## src/hdl/core_cfg.svh

```systemverilog
`ifndef CORE_CFG_SVH
`define CORE_CFG_SVH

// first fetch address.
`define CORE_RESET_PC 32'h0000_0000

// rv32e register count.
`define CORE_NREGS 16

// data and address width.
`define CORE_XLEN 32

`endif

```

## src/hdl/bus_pkg.sv

```systemverilog
`include "core_cfg.svh"

package bus_pkg;

    localparam int STRB_W = `CORE_XLEN / 8;

    // ********************************************************************
    // one memory access, valid with the request pulse.
    // ********************************************************************
    typedef struct packed {
        logic [`CORE_XLEN-1:0] addr;
        logic [`CORE_XLEN-1:0] wdata;
        logic [STRB_W-1:0]     wstrb;
        logic                  wen;
    } mem_req_t;

endpackage

```

## src/hdl/rv_pkg.sv

```systemverilog
`include "core_cfg.svh"

package rv_pkg;

    typedef logic [$clog2(`CORE_NREGS)-1:0] reg_idx_t;

    typedef enum logic [3:0] {
        alu_add,
        alu_sub,
        alu_and,
        alu_or,
        alu_xor,
        alu_slt,
        alu_pass_b                       // lui.
    } alu_op_e;

    typedef enum logic [2:0] {
        br_none,
        br_beq,
        br_bne,
        br_jal,
        br_jalr
    } br_kind_e;

    // per-instruction sequencing.
    typedef enum logic [1:0] {
        ph_fetch,
        ph_exec,
        ph_mem
    } phase_e;

    typedef struct packed {
        reg_idx_t              rs1;
        reg_idx_t              rs2;
        reg_idx_t              rd;
        logic [`CORE_XLEN-1:0] imm;
        alu_op_e               alu_op;
        logic                  src_a_pc;   // operand a is the pc.
        logic                  src_b_imm;  // operand b is the immediate.
        logic                  reg_wen;
        logic                  mem_ren;
        logic                  mem_wen;
        br_kind_e              br_kind;
        logic                  illegal;
    } decoded_t;

endpackage

```

## src/hdl/core_exu.sv

```systemverilog
`timescale 1ns/10ps
`include "core_cfg.svh"

module core_exu (
    input  rv_pkg::decoded_t      dec,
    input  logic [`CORE_XLEN-1:0] pc,
    input  logic [`CORE_XLEN-1:0] rs1_data,
    input  logic [`CORE_XLEN-1:0] rs2_data,
    output logic [`CORE_XLEN-1:0] alu_result,
    output logic                  take_branch
);

    logic [`CORE_XLEN-1:0] op_a;
    logic [`CORE_XLEN-1:0] op_b;
    logic [`CORE_XLEN-1:0] alu_out;
    logic                  is_jump;
    logic                  lt;

    assign op_a = dec.src_a_pc  ? pc      : rs1_data;
    assign op_b = dec.src_b_imm ? dec.imm : rs2_data;
    assign lt   = $signed(op_a) < $signed(op_b);

    always_comb begin
        case (dec.alu_op)
            rv_pkg::alu_sub:    alu_out = op_a - op_b;
            rv_pkg::alu_and:    alu_out = op_a & op_b;
            rv_pkg::alu_or:     alu_out = op_a | op_b;
            rv_pkg::alu_xor:    alu_out = op_a ^ op_b;
            rv_pkg::alu_slt:    alu_out = {{(`CORE_XLEN-1){1'b0}}, lt};
            rv_pkg::alu_pass_b: alu_out = op_b;
            default:            alu_out = op_a + op_b;
        endcase
    end

    assign is_jump = (dec.br_kind == rv_pkg::br_jal) || (dec.br_kind == rv_pkg::br_jalr);

    // link address for jumps.
    assign alu_result = is_jump ? pc + 4 : alu_out;

    always_comb begin
        case (dec.br_kind)
            rv_pkg::br_beq:  take_branch = (rs1_data == rs2_data);
            rv_pkg::br_bne:  take_branch = (rs1_data != rs2_data);
            rv_pkg::br_jal:  take_branch = 1'b1;
            rv_pkg::br_jalr: take_branch = 1'b1;
            default:         take_branch = 1'b0;
        endcase
    end

endmodule

```

## src/hdl/core_idu.sv

```systemverilog
`timescale 1ns/10ps
`include "core_cfg.svh"

module core_idu (
    input  logic [`CORE_XLEN-1:0] inst,
    output rv_pkg::decoded_t      dec
);

    logic [6:0]            opcode;
    logic [2:0]            funct3;
    logic [6:0]            funct7;
    logic [`CORE_XLEN-1:0] imm_i;
    logic [`CORE_XLEN-1:0] imm_s;
    logic [`CORE_XLEN-1:0] imm_b;
    logic [`CORE_XLEN-1:0] imm_u;
    logic [`CORE_XLEN-1:0] imm_j;
    logic                  use_rs1;
    logic                  use_rs2;
    logic                  use_rd;
    logic                  bad_op;
    logic                  bad_reg;

    assign opcode = inst[6:0];
    assign funct3 = inst[14:12];
    assign funct7 = inst[31:25];

    assign imm_i = {{20{inst[31]}}, inst[31:20]};
    assign imm_s = {{20{inst[31]}}, inst[31:25], inst[11:7]};
    assign imm_b = {{20{inst[31]}}, inst[7], inst[30:25], inst[11:8], 1'b0};
    assign imm_u = {inst[31:12], 12'b0};
    assign imm_j = {{12{inst[31]}}, inst[19:12], inst[20], inst[30:21], 1'b0};

    // rv32e has no x16..x31.
    assign bad_reg = (use_rs1 && inst[19:15] >= `CORE_NREGS) ||
                     (use_rs2 && inst[24:20] >= `CORE_NREGS) ||
                     (use_rd  && inst[11:7]  >= `CORE_NREGS);

    // ********************************************************************
    // opcode map
    // ********************************************************************
    always_comb begin
        dec         = '0;
        dec.rs1     = inst[18:15];
        dec.rs2     = inst[23:20];
        dec.rd      = inst[10:7];
        dec.alu_op  = rv_pkg::alu_add;
        dec.br_kind = rv_pkg::br_none;
        use_rs1     = 1'b0;
        use_rs2     = 1'b0;
        use_rd      = 1'b0;
        bad_op      = 1'b0;
        case (opcode)
            7'b0110111: begin                          // lui.
                dec.imm = imm_u; dec.alu_op = rv_pkg::alu_pass_b;
                dec.src_b_imm = 1'b1; dec.reg_wen = 1'b1; use_rd = 1'b1;
            end
            7'b0010111: begin                          // auipc.
                dec.imm = imm_u; dec.src_a_pc = 1'b1; dec.src_b_imm = 1'b1;
                dec.reg_wen = 1'b1; use_rd = 1'b1;
            end
            7'b0010011: begin
                dec.imm = imm_i; dec.src_b_imm = 1'b1; dec.reg_wen = 1'b1;
                use_rs1 = 1'b1; use_rd = 1'b1;
                case (funct3)
                    3'b000:  dec.alu_op = rv_pkg::alu_add;
                    3'b010:  dec.alu_op = rv_pkg::alu_slt;
                    3'b100:  dec.alu_op = rv_pkg::alu_xor;
                    3'b110:  dec.alu_op = rv_pkg::alu_or;
                    3'b111:  dec.alu_op = rv_pkg::alu_and;
                    default: bad_op = 1'b1;
                endcase
            end
            7'b0110011: begin
                dec.reg_wen = 1'b1; use_rs1 = 1'b1; use_rs2 = 1'b1; use_rd = 1'b1;
                case ({funct7, funct3})
                    10'b0000000_000: dec.alu_op = rv_pkg::alu_add;
                    10'b0100000_000: dec.alu_op = rv_pkg::alu_sub;
                    10'b0000000_010: dec.alu_op = rv_pkg::alu_slt;
                    10'b0000000_100: dec.alu_op = rv_pkg::alu_xor;
                    10'b0000000_110: dec.alu_op = rv_pkg::alu_or;
                    10'b0000000_111: dec.alu_op = rv_pkg::alu_and;
                    default:         bad_op = 1'b1;
                endcase
            end
            7'b0000011: begin                          // lw only.
                dec.imm = imm_i; dec.src_b_imm = 1'b1; dec.mem_ren = 1'b1;
                dec.reg_wen = 1'b1; use_rs1 = 1'b1; use_rd = 1'b1;
                bad_op = (funct3 != 3'b010);
            end
            7'b0100011: begin                          // sw only.
                dec.imm = imm_s; dec.src_b_imm = 1'b1; dec.mem_wen = 1'b1;
                use_rs1 = 1'b1; use_rs2 = 1'b1;
                bad_op = (funct3 != 3'b010);
            end
            7'b1100011: begin
                dec.imm = imm_b; use_rs1 = 1'b1; use_rs2 = 1'b1;
                case (funct3)
                    3'b000:  dec.br_kind = rv_pkg::br_beq;
                    3'b001:  dec.br_kind = rv_pkg::br_bne;
                    default: bad_op = 1'b1;
                endcase
            end
            7'b1101111: begin
                dec.imm = imm_j; dec.br_kind = rv_pkg::br_jal;
                dec.reg_wen = 1'b1; use_rd = 1'b1;
            end
            7'b1100111: begin
                dec.imm = imm_i; dec.br_kind = rv_pkg::br_jalr;
                dec.reg_wen = 1'b1; use_rs1 = 1'b1; use_rd = 1'b1;
                bad_op = (funct3 != 3'b000);
            end
            default: bad_op = 1'b1;
        endcase
        dec.illegal = bad_op | bad_reg;
    end

endmodule

```

## src/hdl/core_ifu.sv

```systemverilog
`timescale 1ns/10ps
`include "core_cfg.svh"

module core_ifu (
    input  logic                  clock,
    input  logic                  rst_n,
    input  logic                  fetch_done,
    input  logic                  data_done,
    input  logic [`CORE_XLEN-1:0] mem_rdata,
    input  rv_pkg::decoded_t      dec,
    output logic [`CORE_XLEN-1:0] inst,
    output rv_pkg::phase_e        phase,
    output logic                  start_fetch,
    output logic                  commit,
    output logic                  illegal
);

    logic boot;
    logic mem_done;
    logic is_mem;

    assign is_mem = dec.mem_ren | dec.mem_wen;

    always_comb begin
        case (phase)
            rv_pkg::ph_exec: commit = ~dec.illegal & ~is_mem;
            rv_pkg::ph_mem:  commit = mem_done;        // one cycle after mem_ok.
            default:         commit = 1'b0;
        endcase
    end

    always_ff @(posedge clock or negedge rst_n) begin
        if (!rst_n) begin
            phase       <= rv_pkg::ph_fetch;
            boot        <= 1'b1;
            start_fetch <= 1'b0;
            mem_done    <= 1'b0;
            illegal     <= 1'b0;
        end else begin
            boot        <= 1'b0;
            start_fetch <= boot | commit;              // first fetch, then one per commit.
            mem_done    <= data_done;
            case (phase)
                rv_pkg::ph_fetch: begin
                    if (fetch_done) begin
                        phase <= rv_pkg::ph_exec;
                    end
                end
                rv_pkg::ph_exec: begin
                    if (dec.illegal) begin
                        illegal <= 1'b1;               // park here for good.
                    end else if (is_mem) begin
                        phase <= rv_pkg::ph_mem;
                    end else begin
                        phase <= rv_pkg::ph_fetch;
                    end
                end
                rv_pkg::ph_mem: begin
                    if (mem_done) begin
                        phase <= rv_pkg::ph_fetch;
                    end
                end
                default: phase <= rv_pkg::ph_fetch;
            endcase
        end
    end

    always_ff @(posedge clock) begin
        if (fetch_done) begin
            inst <= mem_rdata;
        end
    end

endmodule

```

## src/hdl/core_lsu.sv

```systemverilog
`timescale 1ns/10ps
`include "core_cfg.svh"

module core_lsu (
    input  logic                  clock,
    input  logic                  rst_n,
    input  rv_pkg::phase_e        phase,
    input  logic                  start_fetch,
    input  rv_pkg::decoded_t      dec,
    input  logic [`CORE_XLEN-1:0] pc,
    input  logic [`CORE_XLEN-1:0] alu_result,
    input  logic [`CORE_XLEN-1:0] rs2_data,
    input  logic                  mem_ok,
    input  logic [`CORE_XLEN-1:0] mem_rdata,
    output logic                  mem_req_valid,
    output bus_pkg::mem_req_t     mem_req,
    output logic                  fetch_done,
    output logic                  data_done,
    output logic [`CORE_XLEN-1:0] load_data
);

    logic fetch_phase;
    logic data_start;
    logic pend_fetch;
    logic pend_data;

    assign fetch_phase = (phase == rv_pkg::ph_fetch);

    // data access goes out in the execute cycle.
    assign data_start = (phase == rv_pkg::ph_exec) & (dec.mem_ren | dec.mem_wen) &
                        ~dec.illegal;

    assign mem_req_valid = start_fetch | data_start;

    // ********************************************************************
    // fetch/data arbiter
    // ********************************************************************
    always_comb begin
        mem_req = '0;
        if (fetch_phase) begin
            mem_req.addr = pc;
        end else begin
            mem_req.addr  = alu_result;
            mem_req.wdata = rs2_data;
            mem_req.wen   = dec.mem_wen;
            mem_req.wstrb = dec.mem_wen ? '1 : '0;    // full words only.
        end
    end

    // owner of the access in flight.
    always_ff @(posedge clock or negedge rst_n) begin
        if (!rst_n) begin
            pend_fetch <= 1'b0;
            pend_data  <= 1'b0;
        end else begin
            if (start_fetch) begin
                pend_fetch <= 1'b1;
            end else if (mem_ok) begin
                pend_fetch <= 1'b0;
            end
            if (data_start) begin
                pend_data <= 1'b1;
            end else if (mem_ok) begin
                pend_data <= 1'b0;
            end
        end
    end

    assign fetch_done = mem_ok & pend_fetch;
    assign data_done  = mem_ok & pend_data;

    always_ff @(posedge clock) begin
        if (data_done) begin
            load_data <= mem_rdata;
        end
    end

endmodule

```

## src/hdl/core_pcu.sv

```systemverilog
`timescale 1ns/10ps
`include "core_cfg.svh"

module core_pcu (
    input  logic                  clock,
    input  logic                  rst_n,
    input  logic                  commit,
    input  rv_pkg::decoded_t      dec,
    input  logic [`CORE_XLEN-1:0] rs1_data,
    input  logic                  take_branch,
    output logic [`CORE_XLEN-1:0] pc
);

    logic [`CORE_XLEN-1:0] jalr_sum;
    logic [`CORE_XLEN-1:0] pc_next;

    assign jalr_sum = rs1_data + dec.imm;

    always_comb begin
        if (dec.br_kind == rv_pkg::br_jalr) begin
            pc_next = {jalr_sum[`CORE_XLEN-1:1], 1'b0};   // bit 0 dropped.
        end else if (take_branch) begin
            pc_next = pc + dec.imm;
        end else begin
            pc_next = pc + 4;
        end
    end

    always_ff @(posedge clock or negedge rst_n) begin
        if (!rst_n) begin
            pc <= `CORE_RESET_PC;
        end else if (commit) begin
            pc <= pc_next;
        end
    end

endmodule

```

## src/hdl/core_regfile.sv

```systemverilog
`timescale 1ns/10ps
`include "core_cfg.svh"

module core_regfile (
    input  logic                  clock,
    input  logic                  rst_n,
    input  logic                  wen,
    input  rv_pkg::decoded_t      dec,
    input  rv_pkg::reg_idx_t      waddr,
    input  logic [`CORE_XLEN-1:0] wdata,
    input  logic [`CORE_XLEN-1:0] load_data,
    input  rv_pkg::reg_idx_t      raddr1,
    input  rv_pkg::reg_idx_t      raddr2,
    output logic [`CORE_XLEN-1:0] rdata1,
    output logic [`CORE_XLEN-1:0] rdata2
);

    logic [`CORE_XLEN-1:0] regs [`CORE_NREGS];

    always_ff @(posedge clock or negedge rst_n) begin
        if (!rst_n) begin
            for (int i = 0; i < `CORE_NREGS; i++) begin
                regs[i] <= '0;
            end
        end else if (wen && dec.reg_wen && waddr != '0) begin
            regs[waddr] <= dec.mem_ren ? load_data : wdata;   // loads write memory data.
        end
    end

    assign rdata1 = (raddr1 == '0) ? '0 : regs[raddr1];
    assign rdata2 = (raddr2 == '0) ? '0 : regs[raddr2];

endmodule

```

## src/hdl/core_top.sv

```systemverilog
`timescale 1ns/10ps
`include "core_cfg.svh"

module core_top (
    input  logic                  clock,
    input  logic                  rst_n,
    output logic [`CORE_XLEN-1:0] pc,
    output logic [`CORE_XLEN-1:0] inst,
    output logic                  mem_req_valid,
    output bus_pkg::mem_req_t     mem_req,
    input  logic                  mem_ok,
    input  logic [`CORE_XLEN-1:0] mem_rdata,
    output logic                  retire,
    output logic                  illegal
);

    // ********************************************************************
    // internal wires
    // ********************************************************************
    rv_pkg::decoded_t      dec;
    rv_pkg::phase_e        phase;
    logic                  start_fetch;
    logic                  fetch_done;
    logic                  data_done;
    logic [`CORE_XLEN-1:0] load_data;
    logic [`CORE_XLEN-1:0] rs1_data;
    logic [`CORE_XLEN-1:0] rs2_data;
    logic [`CORE_XLEN-1:0] alu_result;
    logic                  take_branch;

    // the commit pulse is the retire pulse.
    core_ifu u_ifu (
        .clock(clock), .rst_n(rst_n), .fetch_done(fetch_done), .data_done(data_done),
        .mem_rdata(mem_rdata), .dec(dec), .inst(inst), .phase(phase),
        .start_fetch(start_fetch), .commit(retire), .illegal(illegal)
    );

    core_idu u_idu (.inst(inst), .dec(dec));

    core_regfile u_reg (
        .clock(clock), .rst_n(rst_n), .wen(retire), .dec(dec), .waddr(dec.rd),
        .wdata(alu_result), .load_data(load_data), .raddr1(dec.rs1), .raddr2(dec.rs2),
        .rdata1(rs1_data), .rdata2(rs2_data)
    );

    core_exu u_exu (
        .dec(dec), .pc(pc), .rs1_data(rs1_data), .rs2_data(rs2_data),
        .alu_result(alu_result), .take_branch(take_branch)
    );

    core_lsu u_lsu (
        .clock(clock), .rst_n(rst_n), .phase(phase), .start_fetch(start_fetch),
        .dec(dec), .pc(pc), .alu_result(alu_result), .rs2_data(rs2_data),
        .mem_ok(mem_ok), .mem_rdata(mem_rdata), .mem_req_valid(mem_req_valid),
        .mem_req(mem_req), .fetch_done(fetch_done), .data_done(data_done),
        .load_data(load_data)
    );

    core_pcu u_pcu (
        .clock(clock), .rst_n(rst_n), .commit(retire), .dec(dec),
        .rs1_data(rs1_data), .take_branch(take_branch), .pc(pc)
    );

endmodule

```

## config.mk

```make
export PLATFORM = sky130hd
export DESIGN_NAME = core_top
export DESIGN_NICKNAME = d
export VERILOG_FILES = /design/src/hdl/bus_pkg.sv /design/src/hdl/rv_pkg.sv /design/src/hdl/core_exu.sv /design/src/hdl/core_idu.sv /design/src/hdl/core_ifu.sv /design/src/hdl/core_lsu.sv /design/src/hdl/core_pcu.sv /design/src/hdl/core_regfile.sv /design/src/hdl/core_top.sv
export VERILOG_INCLUDE_DIRS = /design/src /design/src/hdl
export SDC_FILE = /design/constraint.sdc
export NUM_CORES = 2
export LEC_CHECK = 0
export ABC_AREA = 1
export BUFFER_PORTS_ARGS = -buffer_cell sky130_fd_sc_hd__buf_2
export CORE_ASPECT_RATIO = 2
export CORE_MARGIN = 1.5
export CORE_UTILIZATION = 25
export DETAILED_ROUTE_END_ITERATION = 8
export PLACE_DENSITY = 0.45
export SYNTH_ARGS = -nofsm -noshare
export SYNTH_HDL_FRONTEND = slang
export SYNTH_HIERARCHICAL = 1
export SYNTH_SLANG_ARGS = --single-unit
```

## constraint.sdc

```tcl
create_clock -name clock -period 6.1 [get_ports clock]
set_input_delay 1.22 -clock clock [delete_from_list [all_inputs] [get_ports clock]]
set_output_delay 1.22 -clock clock [all_outputs]
set_load 0.05 [all_outputs]
```

==> results.md <==
* Status: finished with violations
* Violated checks: setup timing
* Fin. Hold Viols at 0
* Number of max-cap violations at 0
* Critical R2R Capture: u_pcu/pc[30]
* Initial DRC count at 5649
* Full die area at 203100 um^2
* Total routed wirelength at 296000 um
* CP Class: flip-flop to primary output
* Hold Path Origin: u_reg/regs[485]
* Slowest stage cell, crit path: edfxtp_1
* Boundary Pins at 171
* Filler cell count at 21861
* Hold Path Sink: u_reg/regs[485]
* Antenna-violating nets left at 0
* Final min period at 6.139 ns
* Post-synthesis sequential area ratio at 31.43%
* RePlAce Congestion at 1.068
* Total power draw at 18.48 mW
* Cell Pwr Density at 286.3 nW/um^2
* Vias per inst at 5.092
* Synthesized flop and latch total at 616
* Critical path's most frequent cell: nand2_1
* Max Root-Sink Buffers at 3
* Worst-path fanout max at 8
* TritonRoute pass-1 iters at 6
* Most common cell after layout, fill and taps aside: nand2_1
* RSZ-0062 raised after global routing: true
* Fin nets at 9032
* Clk slew on worst S/H paths at 0.07 ns
* LEAKAGE at 31.99 nW
* Die height at 635.8 um
* Synthesis-to-layout area growth at 29.00%
* HPWL after DPL at 215600 um
* Hold slack at 0.3748 ns
* Commonest cells after routing, fill and taps aside: nand2_1, inv_1, nand3_1
* Total number of vias at 58431
* Top Family by Delay on Critical Path: simple AND/OR/NAND/NOR gates
* Worst Clk Skew at 0.06771 ns
* Initial antenna violation count at 24
* Gr ovfl total at 0
* Worst Path Required at 4.88 ns
* Placed Cells incl. Taps at 11220
* Dpl cell area at 58440 um^2
* Clock root buffer: clkbuf_16
* R2r startpoint: u_ifu/inst[15]
* Final Non-Filler Cells at 11475
* Max IR drop VDD at 0.1964 mV
* CTS tree: built
* PortBufs at 170
* Core Region at 199400 um^2
* Clock Latency Late Sink at 0.72 ns
* Residual DRC count at 0
* Final Slew Violations at 0
* Reg2Reg Depth at 30
* Setup TNS at -0.04296 ns
* Fmax achieved at 162.9 MHz
* Max incr delay on CP at 0.44 ns
* Drt wl/cell at 25.80 um
* Tcrit/Tclk final at 100.6%
* Unique cell type count in the Yosys netlist at 62
* Final non-filler cell area at 64580 um^2
* Number of global-route vias before repair at 56494
* Post-synth EDFFs at 64
* Die Wd at 319.4 um
* Clk sinks at 616
* Total number of yosys warnings at 6
* H-tree depth at 3
* Placement Rows at 232
* Final setup margin at -0.03925 ns
* Worst rel slew slack at 10.03%
* Num CTS Buffers at 66
* Gr usage total at 28.54%
* First-pass GRT wire length at 415700 um
* Storage element area at 15740 um^2
* Crit. Startpoint: u_ifu/inst[20]
* Final setup vio count at 2
* FF-to-FF setup slack at 0.39 ns
* Worst slew pin tran at 1.335 ns
* Multi-input logic area at 29720 um^2
* Share of cells above drive strength 1 at 18.35%
* Synth Area per Inst at 6.050 um^2
* Top FF cell, synth: dfrtp_1
* FFs w/ async S/R, synth at 89.61%
* Startpoint types: flip-flop
* Largest net degree at the start of global routing at 121
* Crit path arrival time at 4.92 ns
* Critical path capture point type: primary output
* Post-Syn Nets at 8476
* Synthesized instance count at 8274
* Worst hold path class: flip-flop to flip-flop
* WHS Path Cells at 0
* Buf/Inv on CP at 10
* Synthesized area at 50060 um^2
* Initial core utilization at 25.10%
-- how the worst max path moves through the flow --
stage	end	slack, ns	cells after the start
5_1_grt	mem_req[58]	-0.22	31
3_5_place_dp	mem_req[61]	-0.19	26
4_1_cts	mem_req[64]	-0.007	30
6_report	mem_req[59]	-0.04	34
3_3_place_gp	mem_req[61]	-0.13	23
2_1_floorplan	mem_req[67]	0.58	30
-- cells by family after synthesis --
kind of cell | Yosys count | synth area share (%)
xor gates and xnor gates | 64 | 1.135
adders and majority gates | 167 | 4.234
AOI/OAI and AO/OA | 1013 | 10.70
buffers and inverters | 1749 | 13.64
DFF | 616 | 31.43
and+or+nand+nor | 4631 | 38.13
muxes | 32 | 0.7198
other | 2 | 0.01500
-- repair_timing --
item | CTS | global route
gates cloned | 10 | 4
buffers inserted | 61 | 41
gates resized for setup | 401 | 284
setup endpoints to repair | 29 | 31
endpoints found under the hold margin | 0 | 0
hold buffers | 0 | 0
pin swaps | 54 | 72
-- sequential cells by signal, indices dropped and copies added, names as in the netlist --
name and count:
u_ifu/phase 2, u_ifu/inst 32, u_ifu/mem_done 1, u_reg/regs 512, u_pcu/pc 32, u_ifu/boot 1
u_lsu/pend_data 1, u_ifu/illegal 1, u_ifu/start_fetch 1, u_lsu/pend_fetch 1, u_lsu/load_data 32
-- through the flow --
stage          setup slack [ns]  utilization (%)
4_1_cts               -0.006688            31.59
6_report               -0.03925            32.38
3_5_place_dp            -0.1880            29.30
5_1_grt                 -0.2151            32.36
3_3_place_gp            -0.1253            29.30
2_1_floorplan            0.5769                -
-- where the power goes --
group	switching (mW)	leakage, nW	internal, mW
clock network	2.05	1.12	2.43
logic	6.75	25.1	2.85
registers	0.127	5.74	4.28
-- final cells by class --
type                       instances  share of cell area [%]
antenna                           19                 0.07363
clock buffer                      90                   2.932
clock inverter                    30                  0.5813
inverter                        1267                   7.473
multi-input combinational       5909                   46.02
sequential                       616                   24.37
tap                             2574                   4.987
timing repair buffer             969                   13.54
timing repair inverter             1                 0.02519
-- per-layer routing --
metal | wire length, um | vias up | global-route usage, %
li1 | - | 26899 | -
met1 | 98020 | 27707 | 28.12
met2 | 146600 | 2747 | 50.11
met3 | 18180 | 1062 | 5.750
met4 | 33110 | 16 | 26.11
met5 | 105 | - | 0
-- synth_stat cells (all sizes together), types with 4 or more instances --
cell,number,area (um^2)
a21oi,232,1176
nor4,9,56.30
edfxtp,64,1922
a31oi,8,50.05
clkinv,4,15.01
o211ai,8,60.06
o21bai,15,112.6
xnor2,17,156.4
nor3,41,247.7
ha,163,2039
a221oi,21,183.9
or2,15,93.84
mux2,32,360.4
dfrtp,551,13790
clkbuf,330,1249
nand2,3134,11810
o22ai,34,212.7
nand3b,8,60.06
nor2,413,1652
xor2,47,411.6
nand3,956,4822
fa,4,80.08
and2,7,43.79
inv,1263,4741
buf,151,810.8
nand4,44,275.3
o21ai,675,3397
(Power assumes the default switching activity.)
